===== config.mk =====
export PLATFORM = sky130hd
export DESIGN_NAME = sound_top
export DESIGN_NICKNAME = d
export VERILOG_FILES = /design/src/verilog/sound_pkg.sv /design/src/verilog/sound_host_regs.sv /design/src/verilog/sound_timebase.sv /design/src/verilog/tone_counter.sv /design/src/verilog/noise_lfsr.sv /design/src/verilog/sound_int_ctrl.sv /design/src/verilog/dac_output.sv /design/src/verilog/sound_top.sv
export SDC_FILE = /design/constraint.sdc
export NUM_CORES = 1
export LEC_CHECK = 0
export BUFFER_PORTS_ARGS = -buffer_cell sky130_fd_sc_hd__buf_4
export CAP_MARGIN = 20
export CORE_ASPECT_RATIO = 0.6
export CORE_MARGIN = 2
export CORE_UTILIZATION = 30
export DETAILED_ROUTE_END_ITERATION = 16
export SKIP_LAST_GASP = 1
export SYNTH_ARGS = -nofsm -noshare
export SYNTH_HDL_FRONTEND = slang
export SYNTH_SLANG_ARGS = --single-unit

===== constraint.sdc =====
create_clock -name CLK -period 2.79 [get_ports CLK]
set_input_delay 0.558 -clock CLK [delete_from_list [all_inputs] [get_ports CLK]]
set_output_delay 0.558 -clock CLK [all_outputs]
set_load 0.05 [all_outputs]

===== src/verilog/sound_pkg.sv =====
// sound peripheral shared definitions
// widths, base vectors, register map, host port types and the
// write-data union decoded as mode fields or as a DAC sample word

package sound_pkg;

  ////////////////////////////////////////////////////////////
  // sizes and vectors

  localparam int CYCLE_CLKS = 8;   // CLK edges per machine cycle
  localparam int TC_W       = 9;
  localparam int N_W        = 8;
  localparam int NUC_W      = 3;
  localparam int PNC_W      = 7;
  localparam int DATA_W     = 10;
  localparam int VEC_W      = 8;

  localparam logic [VEC_W-1:0] VEC_TONE = 8'h20;  // plus range offset
  localparam logic [VEC_W-1:0] VEC_NS   = 8'h48;
  localparam logic [VEC_W-1:0] VEC_TIME = 8'h80;

  ////////////////////////////////////////////////////////////
  // register map and host port

  typedef enum logic [1:0] {
    ADDR_MD = 2'd0,
    ADDR_N  = 2'd1,
    ADDR_DA = 2'd2,
    ADDR_RG = 2'd3   // read only
  } reg_addr_e;

  typedef struct packed {
    logic [1:0] ns_rate;   // NS trigger source select
    logic [3:0] unused;
    logic       time_ie;
    logic       nss_unused;
    logic       ns_ie;
    logic       tone_ie;
  } md_fields_t;

  typedef struct packed {
    logic              invert;  // complement magnitude
    logic              neg;     // negative half of the waveform
    logic [DATA_W-3:0] magnitude;
  } da_word_t;

  // same write word, seen through the register it targets
  typedef union packed {
    md_fields_t md;
    da_word_t   da;
  } wr_data_u;

  typedef struct packed {
    logic      valid;
    reg_addr_e addr;
    wr_data_u  data;
  } reg_wr_t;

  typedef struct packed {
    logic      valid;
    reg_addr_e addr;
  } reg_rd_t;

  ////////////////////////////////////////////////////////////
  // tone ranges and interrupts

  typedef enum logic [2:0] {
    RANGE_00_07,
    RANGE_08_0F,
    RANGE_10_1F,
    RANGE_20_3F,
    RANGE_40_FF
  } tone_range_e;

  // lower value wins
  typedef enum logic [1:0] {
    INT_TONE = 2'd0,
    INT_NS   = 2'd1,
    INT_TIME = 2'd2
  } int_src_e;

  typedef struct packed {
    logic             req;
    logic [VEC_W-1:0] vec;
  } irq_t;

endpackage


===== src/verilog/sound_host_regs.sv =====
// sound host register port
// decodes host writes into the mode, N and DA registers and returns
// MD or RG read data one CLK after the read request

`timescale 1ns/1ps

module sound_host_regs
  import sound_pkg::*;
(
  input  logic             CLK,
  input  logic             rst,
  input  reg_wr_t          reg_wr,
  input  reg_rd_t          reg_rd,
  input  logic [PNC_W-1:0] pnc,
  output md_fields_t       md,
  output logic [N_W-1:0]   n,
  output logic             da_wr_valid,
  output da_word_t         da_word,
  output logic [7:0]       rd_data,
  output logic             rd_valid
);

  logic [1:0]     ns_rate_q;
  logic           time_ie_q;
  logic           nss_q;
  logic           ns_ie_q;
  logic           tone_ie_q;
  logic [N_W-1:0] n_q;
  logic [7:0]     rd_mux;

  ////////////////////////////////////////////////////////////
  // write side

  always_ff @(posedge CLK) begin
    if (rst) begin
      ns_rate_q <= '0;
      time_ie_q <= 1'b0;
      nss_q     <= 1'b0;
      ns_ie_q   <= 1'b0;
      tone_ie_q <= 1'b0;
      n_q       <= '0;
    end else if (reg_wr.valid) begin
      case (reg_wr.addr)
        ADDR_MD: begin
          ns_rate_q <= reg_wr.data.md.ns_rate;
          time_ie_q <= reg_wr.data.md.time_ie;
          nss_q     <= reg_wr.data.md.nss_unused;
          ns_ie_q   <= reg_wr.data.md.ns_ie;
          tone_ie_q <= reg_wr.data.md.tone_ie;
        end
        ADDR_N:  n_q <= reg_wr.data[N_W-1:0];
        default: ;  // DA goes straight to the DAC, RG ignores writes
      endcase
    end
  end

  always_comb begin
    md            = '0;
    md.ns_rate    = ns_rate_q;
    md.time_ie    = time_ie_q;
    md.nss_unused = nss_q;
    md.ns_ie      = ns_ie_q;
    md.tone_ie    = tone_ie_q;
  end

  assign n           = n_q;
  assign da_wr_valid = reg_wr.valid && (reg_wr.addr == ADDR_DA);
  assign da_word     = reg_wr.data.da;

  ////////////////////////////////////////////////////////////
  // read side, fixed one CLK latency

  always_comb begin
    case (reg_rd.addr)
      // ns_rate on top, enables in the low nibble
      ADDR_MD: rd_mux = {ns_rate_q, 2'b00, time_ie_q, nss_q, ns_ie_q, tone_ie_q};
      ADDR_RG: rd_mux = {{(8 - PNC_W){1'b0}}, pnc};
      default: rd_mux = '0;  // N and DA are write only
    endcase
  end

  always_ff @(posedge CLK) begin
    if (rst) begin
      rd_valid <= 1'b0;
    end else begin
      rd_valid <= reg_rd.valid;
    end
  end

  always_ff @(posedge CLK) begin
    if (reg_rd.valid) rd_data <= rd_mux;
  end

endmodule


===== src/verilog/sound_timebase.sv =====
// sound timebase
// machine-cycle divider, free-running 9-bit timer, and the TIME and
// NS trigger pulses taken from falling edges of timer bits

`timescale 1ns/1ps

module sound_timebase
  import sound_pkg::*;
(
  input  logic       CLK,
  input  logic       rst,
  input  logic [1:0] ns_rate,
  output logic       tick,
  output logic       time_trig,
  output logic       ns_trig
);

  logic [$clog2(CYCLE_CLKS)-1:0] div;
  logic [TC_W-1:0]               tc;
  logic                          ns_sel;
  logic                          ns_sel_d;
  logic                          tc_msb_d;

  ////////////////////////////////////////////////////////////
  // cycle divider

  assign tick = (div == ($clog2(CYCLE_CLKS))'(CYCLE_CLKS - 1));

  always_ff @(posedge CLK) begin
    if (rst) begin
      div <= '0;
    end else if (tick) begin
      div <= '0;
    end else begin
      div <= div + 1'b1;
    end
  end

  ////////////////////////////////////////////////////////////
  // timer and trigger edges

  // NS rate picks one timer bit
  always_comb begin
    case (ns_rate)
      2'd0:    ns_sel = tc[8];   // 512 ticks
      2'd1:    ns_sel = tc[7];   // 256 ticks
      2'd2:    ns_sel = tc[5];
      default: ns_sel = tc[4];   // 32 ticks
    endcase
  end

  always_ff @(posedge CLK) begin
    if (rst) begin
      tc       <= '0;
      tc_msb_d <= 1'b0;
      ns_sel_d <= 1'b0;
    end else if (tick) begin
      tc       <= tc + 1'b1;
      tc_msb_d <= tc[TC_W-1];   // one tick behind
      ns_sel_d <= ns_sel;
    end
  end

  // falling edge seen one tick later, pulse lands on the tick
  assign time_trig = tick & tc_msb_d & ~tc[TC_W-1];
  assign ns_trig   = tick & ns_sel_d & ~ns_sel;

endmodule


===== src/verilog/tone_counter.sv =====
// tone counter
// N down-counter with reload counter; the range class of N picks
// which signal drives the TONE trigger on its falling edge

`timescale 1ns/1ps

module tone_counter
  import sound_pkg::*;
(
  input  logic           CLK,
  input  logic           rst,
  input  logic           tick,
  input  logic [N_W-1:0] n,
  output logic           tone_trig,
  output tone_range_e    range
);

  logic [N_W-1:0]   nc;      // down-counter
  logic [NUC_W-1:0] nuc;     // counts reloads
  logic             reload;
  logic             reload_d;
  logic             cond;
  logic             cond_d;

  assign reload = (nc == N_W'(1));

  always_ff @(posedge CLK) begin
    if (rst) begin
      nc       <= '0;
      nuc      <= '0;
      reload_d <= 1'b0;
      cond_d   <= 1'b0;
    end else if (tick) begin
      nc       <= reload ? n : nc - 1'b1;
      reload_d <= reload;
      cond_d   <= cond;
      if (reload_d) nuc <= nuc + 1'b1;   // one tick after the reload
    end
  end

  ////////////////////////////////////////////////////////////
  // range class and trigger source

  always_comb begin
    if (n < 8'h08) range = RANGE_00_07;
    else if (n < 8'h10) range = RANGE_08_0F;
    else if (n < 8'h20) range = RANGE_10_1F;
    else if (n < 8'h40) range = RANGE_20_3F;
    else range = RANGE_40_FF;
  end

  always_comb begin
    case (range)
      RANGE_08_0F: cond = nuc[2];
      RANGE_10_1F: cond = nuc[1];
      RANGE_20_3F: cond = nuc[0];
      RANGE_40_FF: cond = reload_d;
      default:     cond = 1'b0;   // lowest range never fires
    endcase
  end

  assign tone_trig = tick & cond_d & ~cond;

endmodule


===== src/verilog/noise_lfsr.sv =====
// noise LFSR (PNC1)
// 7-bit shift register stepped by each NS trigger, readable as RG

`timescale 1ns/1ps

module noise_lfsr
  import sound_pkg::*;
(
  input  logic             CLK,
  input  logic             rst,
  input  logic             ns_trig,
  output logic [PNC_W-1:0] pnc
);

  logic feedback;

  // xnor of the top two taps, so an all-zero state still moves
  assign feedback = ~(pnc[5] ^ pnc[6]);

  always_ff @(posedge CLK) begin
    if (rst) begin
      pnc <= '0;
    end else if (ns_trig) begin
      pnc <= {pnc[PNC_W-2:0], feedback};
    end
  end

endmodule


===== src/verilog/sound_int_ctrl.sv =====
// sound interrupt controller
// pending and active state per source with fixed priority TONE > NS > TIME,
// vector latched on activation and cleared by the host acknowledge

`timescale 1ns/1ps

module sound_int_ctrl
  import sound_pkg::*;
(
  input  logic        CLK,
  input  logic        rst,
  input  logic        tone_trig,
  input  logic        ns_trig,
  input  logic        time_trig,
  input  md_fields_t  md,
  input  tone_range_e range,
  input  logic        int_ack,
  output irq_t        irq
);

  // one bit per source indexed by int_src_e
  logic [2:0]       set_pend;
  logic [2:0]       pend_q;
  logic [2:0]       pend_now;
  logic [2:0]       act_q;
  logic [2:0]       grant;
  logic [VEC_W-1:0] grant_vec;
  logic [VEC_W-1:0] vec_q;

  assign set_pend[INT_TONE] = tone_trig & md.tone_ie;
  assign set_pend[INT_NS]   = ns_trig & md.ns_ie;
  assign set_pend[INT_TIME] = time_trig & md.time_ie;

  // an active source does not re-arm itself
  assign pend_now = pend_q | (set_pend & ~act_q);

  ////////////////////////////////////////////////////////////
  // priority select and vector

  always_comb begin
    grant = '0;
    if (!(|act_q)) begin
      if (pend_now[INT_TONE]) grant[INT_TONE] = 1'b1;
      else if (pend_now[INT_NS]) grant[INT_NS] = 1'b1;
      else if (pend_now[INT_TIME]) grant[INT_TIME] = 1'b1;
    end
  end

  always_comb begin
    grant_vec = VEC_TIME;
    if (grant[INT_TONE]) begin
      case (range)
        RANGE_10_1F: grant_vec = VEC_TONE + 8'h04;
        RANGE_20_3F: grant_vec = VEC_TONE + 8'h08;
        RANGE_40_FF: grant_vec = VEC_TONE + 8'h0C;
        default:     grant_vec = VEC_TONE;
      endcase
    end else if (grant[INT_NS]) begin
      grant_vec = VEC_NS;
    end
  end

  ////////////////////////////////////////////////////////////
  // state

  always_ff @(posedge CLK) begin
    if (rst) begin
      pend_q <= '0;
      act_q  <= '0;
    end else begin
      pend_q <= pend_now & ~grant;    // going active clears pending
      if (|grant) begin
        act_q <= grant;               // only granted while nothing is active
      end else if (int_ack) begin
        act_q <= '0;
      end
    end
  end

  // latched at activation so a later N write cannot move it
  always_ff @(posedge CLK) begin
    if (|grant) vec_q <= grant_vec;
  end

  assign irq.req = |act_q;
  assign irq.vec = vec_q;

endmodule


===== src/verilog/dac_output.sv =====
// DAC output stage
// holds the DA sample word and converts it to a 9-bit two's
// complement PCM value

`timescale 1ns/1ps

module dac_output
  import sound_pkg::*;
(
  input  logic       CLK,
  input  logic       rst,
  input  logic       da_wr_valid,
  input  da_word_t   da_word,
  output logic [8:0] pcm_out
);

  da_word_t   da_q;
  logic [7:0] level;

  always_ff @(posedge CLK) begin
    if (rst) begin
      da_q <= '0;
    end else if (da_wr_valid) begin
      da_q <= da_word;
    end
  end

  assign level = da_q.invert ? ~da_q.magnitude : da_q.magnitude;

  // negative half: sign bit set, level complemented again
  assign pcm_out = da_q.neg ? {1'b1, ~level} : {1'b0, level};

endmodule


===== src/verilog/sound_top.sv =====
// sound and timing peripheral, top level
// host register port, timebase, tone counter, noise LFSR,
// interrupt controller and DAC output

`timescale 1ns/1ps

module sound_top
  import sound_pkg::*;
(
  input  logic       CLK,
  input  logic       rst,
  input  reg_wr_t    reg_wr,
  input  reg_rd_t    reg_rd,
  output logic [7:0] rd_data,
  output logic       rd_valid,
  input  logic       int_ack,
  output irq_t       irq,
  output logic [8:0] pcm_out
);

  md_fields_t       md;
  logic [N_W-1:0]   n;
  logic [PNC_W-1:0] pnc;
  logic             da_wr_valid;
  da_word_t         da_word;
  logic             tick;
  logic             time_trig;
  logic             ns_trig;
  logic             tone_trig;
  tone_range_e      range;

  sound_host_regs u_regs (
    .CLK(CLK), .rst(rst), .reg_wr(reg_wr), .reg_rd(reg_rd), .pnc(pnc),
    .md(md), .n(n), .da_wr_valid(da_wr_valid), .da_word(da_word),
    .rd_data(rd_data), .rd_valid(rd_valid)
  );

  sound_timebase u_timebase (
    .CLK(CLK), .rst(rst), .ns_rate(md.ns_rate),
    .tick(tick), .time_trig(time_trig), .ns_trig(ns_trig)
  );

  tone_counter u_tone (
    .CLK(CLK), .rst(rst), .tick(tick), .n(n),
    .tone_trig(tone_trig), .range(range)
  );

  noise_lfsr u_noise (.CLK(CLK), .rst(rst), .ns_trig(ns_trig), .pnc(pnc));

  sound_int_ctrl u_int (
    .CLK(CLK), .rst(rst), .tone_trig(tone_trig), .ns_trig(ns_trig),
    .time_trig(time_trig), .md(md), .range(range), .int_ack(int_ack),
    .irq(irq)
  );

  dac_output u_dac (
    .CLK(CLK), .rst(rst), .da_wr_valid(da_wr_valid), .da_word(da_word),
    .pcm_out(pcm_out)
  );

endmodule


Yosys cells after proc, flatten, opt, wreduce, memory -nomap -nowiden
Cells that the tools add are included.
{"block": "op_classes", "n_addsub": 4, "n_lt_le_gt_ge": 4, "eq_ne": 11, "muxes": 21, "bitwise": 21, "reduce_logical": 11}
{"op": "$mux W8", "n": 4}
{"op": "$mux W3", "n": 7}
{"op": "$not A8 Y8", "n": 2}
{"op": "$pmux W8 S2", "n": 1}
{"op": "$pmux W4 S3", "n": 1}
{"op": "$add A9 B1 Y9 const B", "n": 1}
{"op": "$and A1 B1 Y1", "n": 9}
{"op": "$mux W9", "n": 1}
{"op": "$eq A8 B1 Y1 const B", "n": 1}
{"op": "$lt A8 B4 Y1 const B", "n": 1}
{"op": "$lt A8 B5 Y1 const B", "n": 1}
{"op": "$lt A8 B6 Y1 const B", "n": 1}
{"op": "$lt A8 B7 Y1 const B", "n": 1}
{"op": "$sub A8 B1 Y8 const B", "n": 1}
{"op": "$add A3 B1 Y3 const B", "n": 2}
{"op": "$and A3 B3 Y3", "n": 2}
{"op": "$eq A2 B2 Y1 const B", "n": 3}
{"op": "$eq A3 B2 Y1 const B", "n": 2}
{"op": "$eq A3 B3 Y1 const B", "n": 2}
{"op": "$logic_not A2 Y1", "n": 3}
{"op": "$not A3 Y3", "n": 2}
{"op": "$reduce_and A2 Y1", "n": 3}
{"op": "$reduce_or A3 Y1", "n": 2}
{"op": "$eq A2 B1 Y1 const B", "n": 2}
{"op": "other kinds (11)", "n": 17}
{"block": "totals", "register_bits": 81, "output_inout_bits": 27, "word_cells": 95}

Logic depth before layout (Yosys ltp)
{"block": "logic_depth", "ltp_word": 18, "mapped_depth": 7, "ltp_nobuf": 6}

Modules after synthesis
From an unflattened synthesis, not the netlist that was laid out.
{"block": "unflattened", "cells_unflattened": 378, "hier_area_um2": 3776.1}
{"mod": "sound_host_regs", "n_inst": 1, "cells_per_inst": 106, "area_each_um2": 1141.1, "seq_area_each_um2": 540.5}
{"mod": "tone_counter", "n_inst": 1, "cells_per_inst": 97, "area_each_um2": 813.3, "seq_area_each_um2": 260.2}
{"mod": "sound_timebase", "n_inst": 1, "cells_per_inst": 60, "area_each_um2": 589.3, "seq_area_each_um2": 280.3}
{"mod": "sound_int_ctrl", "n_inst": 1, "cells_per_inst": 48, "area_each_um2": 519.2, "seq_area_each_um2": 270.3}
{"mod": "dac_output", "n_inst": 1, "cells_per_inst": 42, "area_each_um2": 451.7, "seq_area_each_um2": 200.2}
{"mod": "noise_lfsr", "n_inst": 1, "cells_per_inst": 25, "area_each_um2": 261.5, "seq_area_each_um2": 140.1}

Least setup slack after synthesis
Ideal clock, no wire load.
{"block": "synth_path", "path_kind": "reg2out", "startpoint": "register u_dac.da_q[8] (netlist bit)", "endpoint": "output pcm_out[0]", "arrival_ns": 1.526, "setup_slack_ns": 0.706, "stages_incl_launch_ff": 3, "n_path_buf": 0, "cell_sequence": "dfxtp_1 > xnor2_1 > xnor2_1"}
{"block": "synth_via", "elab_chain_cells": 1}
{"item": "start, declared", "line": "dac_output.sv:17", "text": "da_word_t da_q;"}
{"item": "start signal, assigned", "line": "dac_output.sv:24", "text": "da_q <= da_word;"}
{"item": "$mux W9", "line": "dac_output.sv:31", "text": "assign pcm_out = da_q.neg ? {1'b1, ~level} : {1'b0, level};"}
{"item": "end, declared", "line": "sound_top.sv:18", "text": "output logic [8:0] pcm_out"}
Every way passes these cells.

Final worst setup path
{"block": "layout_path", "startpoint": "register u_timebase.div[0]", "endpoint": "register u_int.vec_q[5] (enable)"}
{"block": "layout_via", "elab_chain_cells": 11, "elab_cells_between_ends": 19, "classes_between": "1 x eq/ne; 6 x mux; 11 x bitwise; 1 x reduce/logical"}
{"item": "start, declared", "line": "sound_timebase.sv:18", "text": "logic [$clog2(CYCLE_CLKS)-1:0] div;"}
{"item": "start signal, assigned", "line": "sound_timebase.sv:35", "text": "div <= div + 1'b1;"}
{"item": "$eq A3 B3 Y1 *", "line": "sound_timebase.sv:27", "text": "assign tick = (div == ($clog2(CYCLE_CLKS))'(CYCLE_CLKS - 1));"}
{"item": "$and A1 B1 Y1 (2 in a row)", "line": "sound_timebase.sv:65", "text": "assign time_trig = tick & tc_msb_d & ~tc[TC_W-1];"}
{"item": "$and A1 B1 Y1", "line": "sound_int_ctrl.sv:32", "text": "assign set_pend[INT_TIME] = time_trig & md.time_ie;"}
{"item": "$and A3 B3 Y3 *", "line": "sound_int_ctrl.sv:35", "text": "assign pend_now = pend_q | (set_pend & ~act_q);"}
{"item": "$or A3 B3 Y3 *", "line": "sound_int_ctrl.sv:35"}
{"item": "$mux W1", "line": "sound_int_ctrl.sv:45", "text": "else if (pend_now[INT_TIME]) grant[INT_TIME] = 1'b1;"}
{"item": "$mux W1", "line": "sound_int_ctrl.sv:44", "text": "else if (pend_now[INT_NS]) grant[INT_NS] = 1'b1;"}
{"item": "$mux W2", "line": "sound_int_ctrl.sv:43", "text": "if (pend_now[INT_TONE]) grant[INT_TONE] = 1'b1;"}
{"item": "$mux W3 *", "line": "sound_int_ctrl.sv:42", "text": "if (!(|act_q)) begin"}
{"item": "$reduce_or A3 Y1 *", "line": "sound_int_ctrl.sv:82", "text": "if (|grant) vec_q <= grant_vec;"}
{"item": "end signal, assigned", "line": "sound_int_ctrl.sv:82"}
{"item": "end, declared", "line": "sound_int_ctrl.sv:28", "text": "logic [VEC_W-1:0] vec_q;"}
Mark *: on every way between the ends. The rest lies on a longest branch, timed or not.
A chain may end at the register's enable or synchronous reset.

==> impl_metrics.yaml <==
status:
  status: "finished, final reports clean"
sta:
  rsz0062_at_grt: "false"
  setup_viol: 0
  max_freq_ghz: 0.436
  layout_min_cycle_time_ns: 2.29
  postLayoutSetupSlackWorst_ns: 0.499
  whs_ns: 0.439
  finClkSkew_ns: 0.00386
  maxSlewHeadroom_pct: 53.0
  tns_ns: 0
  hold_viol_final: 0
  worst_slew_pin_slew_ns: 0.703
  timing.final.crit_share_pct: 82.1
  slew_violations: 0
synth:
  synthDistinctLibCells: 56
  yosys_register_bits: 78
  ys_top_cells_by_count: "dfxtp_1 (65), nor2_1 (55), mux2i_1 (33)"
  ys.flop_type: "dfxtp_1"
  synth_edf_count: 13
  synth_area_leader_cell: "dfxtp_1"
  synth.most_common_cell: "dfxtp_1"
  yosys_warnings: 0
  synth.cell_area_um2: 3480
  synth_area_per_cell_um2: 9.89
  synth.area.top_cells: "dfxtp_1 (37%), edfxtp_1 (11%), mux2i_1 (9.5%)"
  ys_seq_area_share_pct: 48.6
  synthArstFlopShare_pct: 0
  syn_inst: 352
  synth_top_cell_area_share_pct: 37.4
setup_path:
  worstPathCellList: "ha_1, ha_1, nand2_1, nor4_4, nor2_1, a31oi_1"
  cp.buffers_inverters: 0
  critical-path-slowest-cell: "a31oi_1"
  critPathLaunchType: "flip-flop"
  end_kind: "flip-flop"
  crit_top_cell: "ha_1"
  worstPathArrival_ns: 2.26
  crit_family: "simple AND/OR/NAND/NOR gates"
  critPathRequiredTime_ns: 2.76
  cp_slowest_stage_delay_ns: 0.46
  critical_path.max_fanout: 7
  critPathKind: "flip-flop to flip-flop"
layout:
  fin_nets: 419
  layoutNonFillerInstCount: 557
  stdcell_area_um2: 4200
  areaGrowthSynthToFinish_pct: 20.7
  fin_util_pct: 37.2
  drive_above_1_share_pct: 18.4
  diodes: 0
placement:
  dp_hpwl_um: 5410
  pre_cts_ws_ns: 0.512
  place_area_um2: 3920
  portBuffers: 42
  routabilityCongestion: 0.791
  dp.cells: 540
power_and_ir_drop:
  p_leak_nw: 1.67
  power.total_mw: 2.45
  power_density_nw_per_um2: 583
  irDropWorstVdd_mv: 0.323
job:
  drv_cap: 0
clocking:
  cts-root-buf: "clkbuf_16"
  cts_made_buffers: 9
  postCtsSetupBuffers: 0
  cts_hold_buf: 0
  cts_resized: 0
  clk_pin_slew_ns: 0.06
  cts_tree: "built"
  clk_path_buf_depth: 2
  worstSkewPairLatency_ns: 0.33
  h-tree-depth: 3
  cts.sinks: 78
route:
  wirelength_um: 7500
  drt_iter0_markers: 134
  drc: 0
  via_per_inst: 4.65
  antenna_left: 0
  drt-wirelength-per-cell_um: 13.5
  drt_pass1_iterations: 4
  vias: 2589
floorplan:
  core-area_um2: 11300
  dieArea_um2: 12500
  io_pins: 46
  fp.dieH_um: 87.4
  fp.dieW_um: 143
  initial_core_util_pct: 30.8
  rows: 30
grt:
  antenna_found_initial: 0
  grt_pass1_vias: 2435
  grt_pass1_wl_um: 12600
  grt_max_degree: 68
  gr-usage-all-layers_pct: 13.1
  grt.overflow.total: 0
hold_path:
  hold_path.class: "flip-flop to flip-flop"
-- sequential cells by signal, summed over array words and instances, names as in the netlist, 3 cells and up --
signal,count
u_int.vec_q,5
u_dac.da_q,10
u_regs.n,8
u_regs.rd_data,8
u_noise.pnc,7
u_tone.nuc,3
u_int.pend_q,3
u_int.act_q,3
u_tone.nc,8
u_timebase.div,3
u_timebase.tc,9
-- worst paths after layout --
kind,start,end,slack (ns),depth (start not counted)
worst min-delay path,u_timebase.div[0],u_timebase.div[0],0.44,1
worst max register to register,u_timebase.div[0],u_int.vec_q[5],0.50,6
worst min register to register,u_timebase.div[0],u_timebase.div[0],0.44,1
worst max-delay path,u_timebase.div[0],u_int.vec_q[5],0.50,6
-- routing by layer --
metal | track usage (%) | wire, um | vias up
met4 | 3.24 | 80 | 0
met5 | 0 | 0 | -
li1 | - | - | 1333
met3 | 5.22 | 411 | 8
met2 | 17.6 | 2930 | 44
met1 | 19.3 | 4080 | 1204
-- where the power goes --
part           leakage, nW  switching, mW  internal [mW]  total, mW
logic                0.888          0.145         0.0795      0.225
registers            0.652         0.0164           1.16       1.18
clock network        0.132          0.423          0.621       1.04
-- cells by family (layout without fill, tap and decap cells) --
| group | count (synthesis) | after routing | synth area share, % |
|---|---|---|---|
| other cells | 1 | 3 | 0.108 |
| compound gates | 57 | 57 | 10.9 |
| simple gates | 129 | 129 | 18.9 |
| fa+ha+maj | 8 | 8 | 2.88 |
| buf+inv | 26 | 69 | 3.60 |
| mux | 35 | 35 | 10.5 |
| xor+xnor | 18 | 18 | 4.53 |
| flops | 78 | 78 | 48.6 |
-- cell usage in the layout (no fill, tap or decap), types with 2 or more instances in the layout --
cell type	n
clkbuf_16	9
nand3_1	3
nand4_1	2
conb_1	3
a2111oi_0	2
a31oi_1	2
ha_1	8
nor3_1	11
nor2_1	55
nand2_1	17
clkbuf_1	2
nor3b_1	5
or4_1	2
nand2b_1	5
o21ai_0	11
a211oi_1	3
or2_2	2
clkinv_2	3
mux2i_1	33
nor2b_1	2
and3_1	5
xor2_1	7
dfxtp_1	65
and2_1	2
inv_1	7
xnor2_1	11
a22oi_1	5
or3b_2	3
nand3b_1	3
edfxtp_1	13
a21o_1	2
a311oi_1	4
or3_1	5
buf_4	45
a21oi_1	18
-- worst register-to-register path, cell delays in order, from the launching register on --
cell and delay, ns:
dfxtp_1 0.34, ha_1 0.16, ha_1 0.33, nand2_1 0.20
nor4_4 0.28, nor2_1 0.16, a31oi_1 0.46
-- cell type report --
| class | count | area (um2) |
|---|---|---|
| Fill cell | 1131 | 7100 |
| Sequential cell | 78 | 1690 |
| Multi-Input combinational cell | 250 | 1670 |
| Timing Repair Buffer | 45 | 338 |
| Clock buffer | 12 | 246 |
| Tap cell | 160 | 200 |
| Inverter | 8 | 30.0 |
| Clock inverter | 4 | 22.5 |
(Power assumes the default switching activity.)
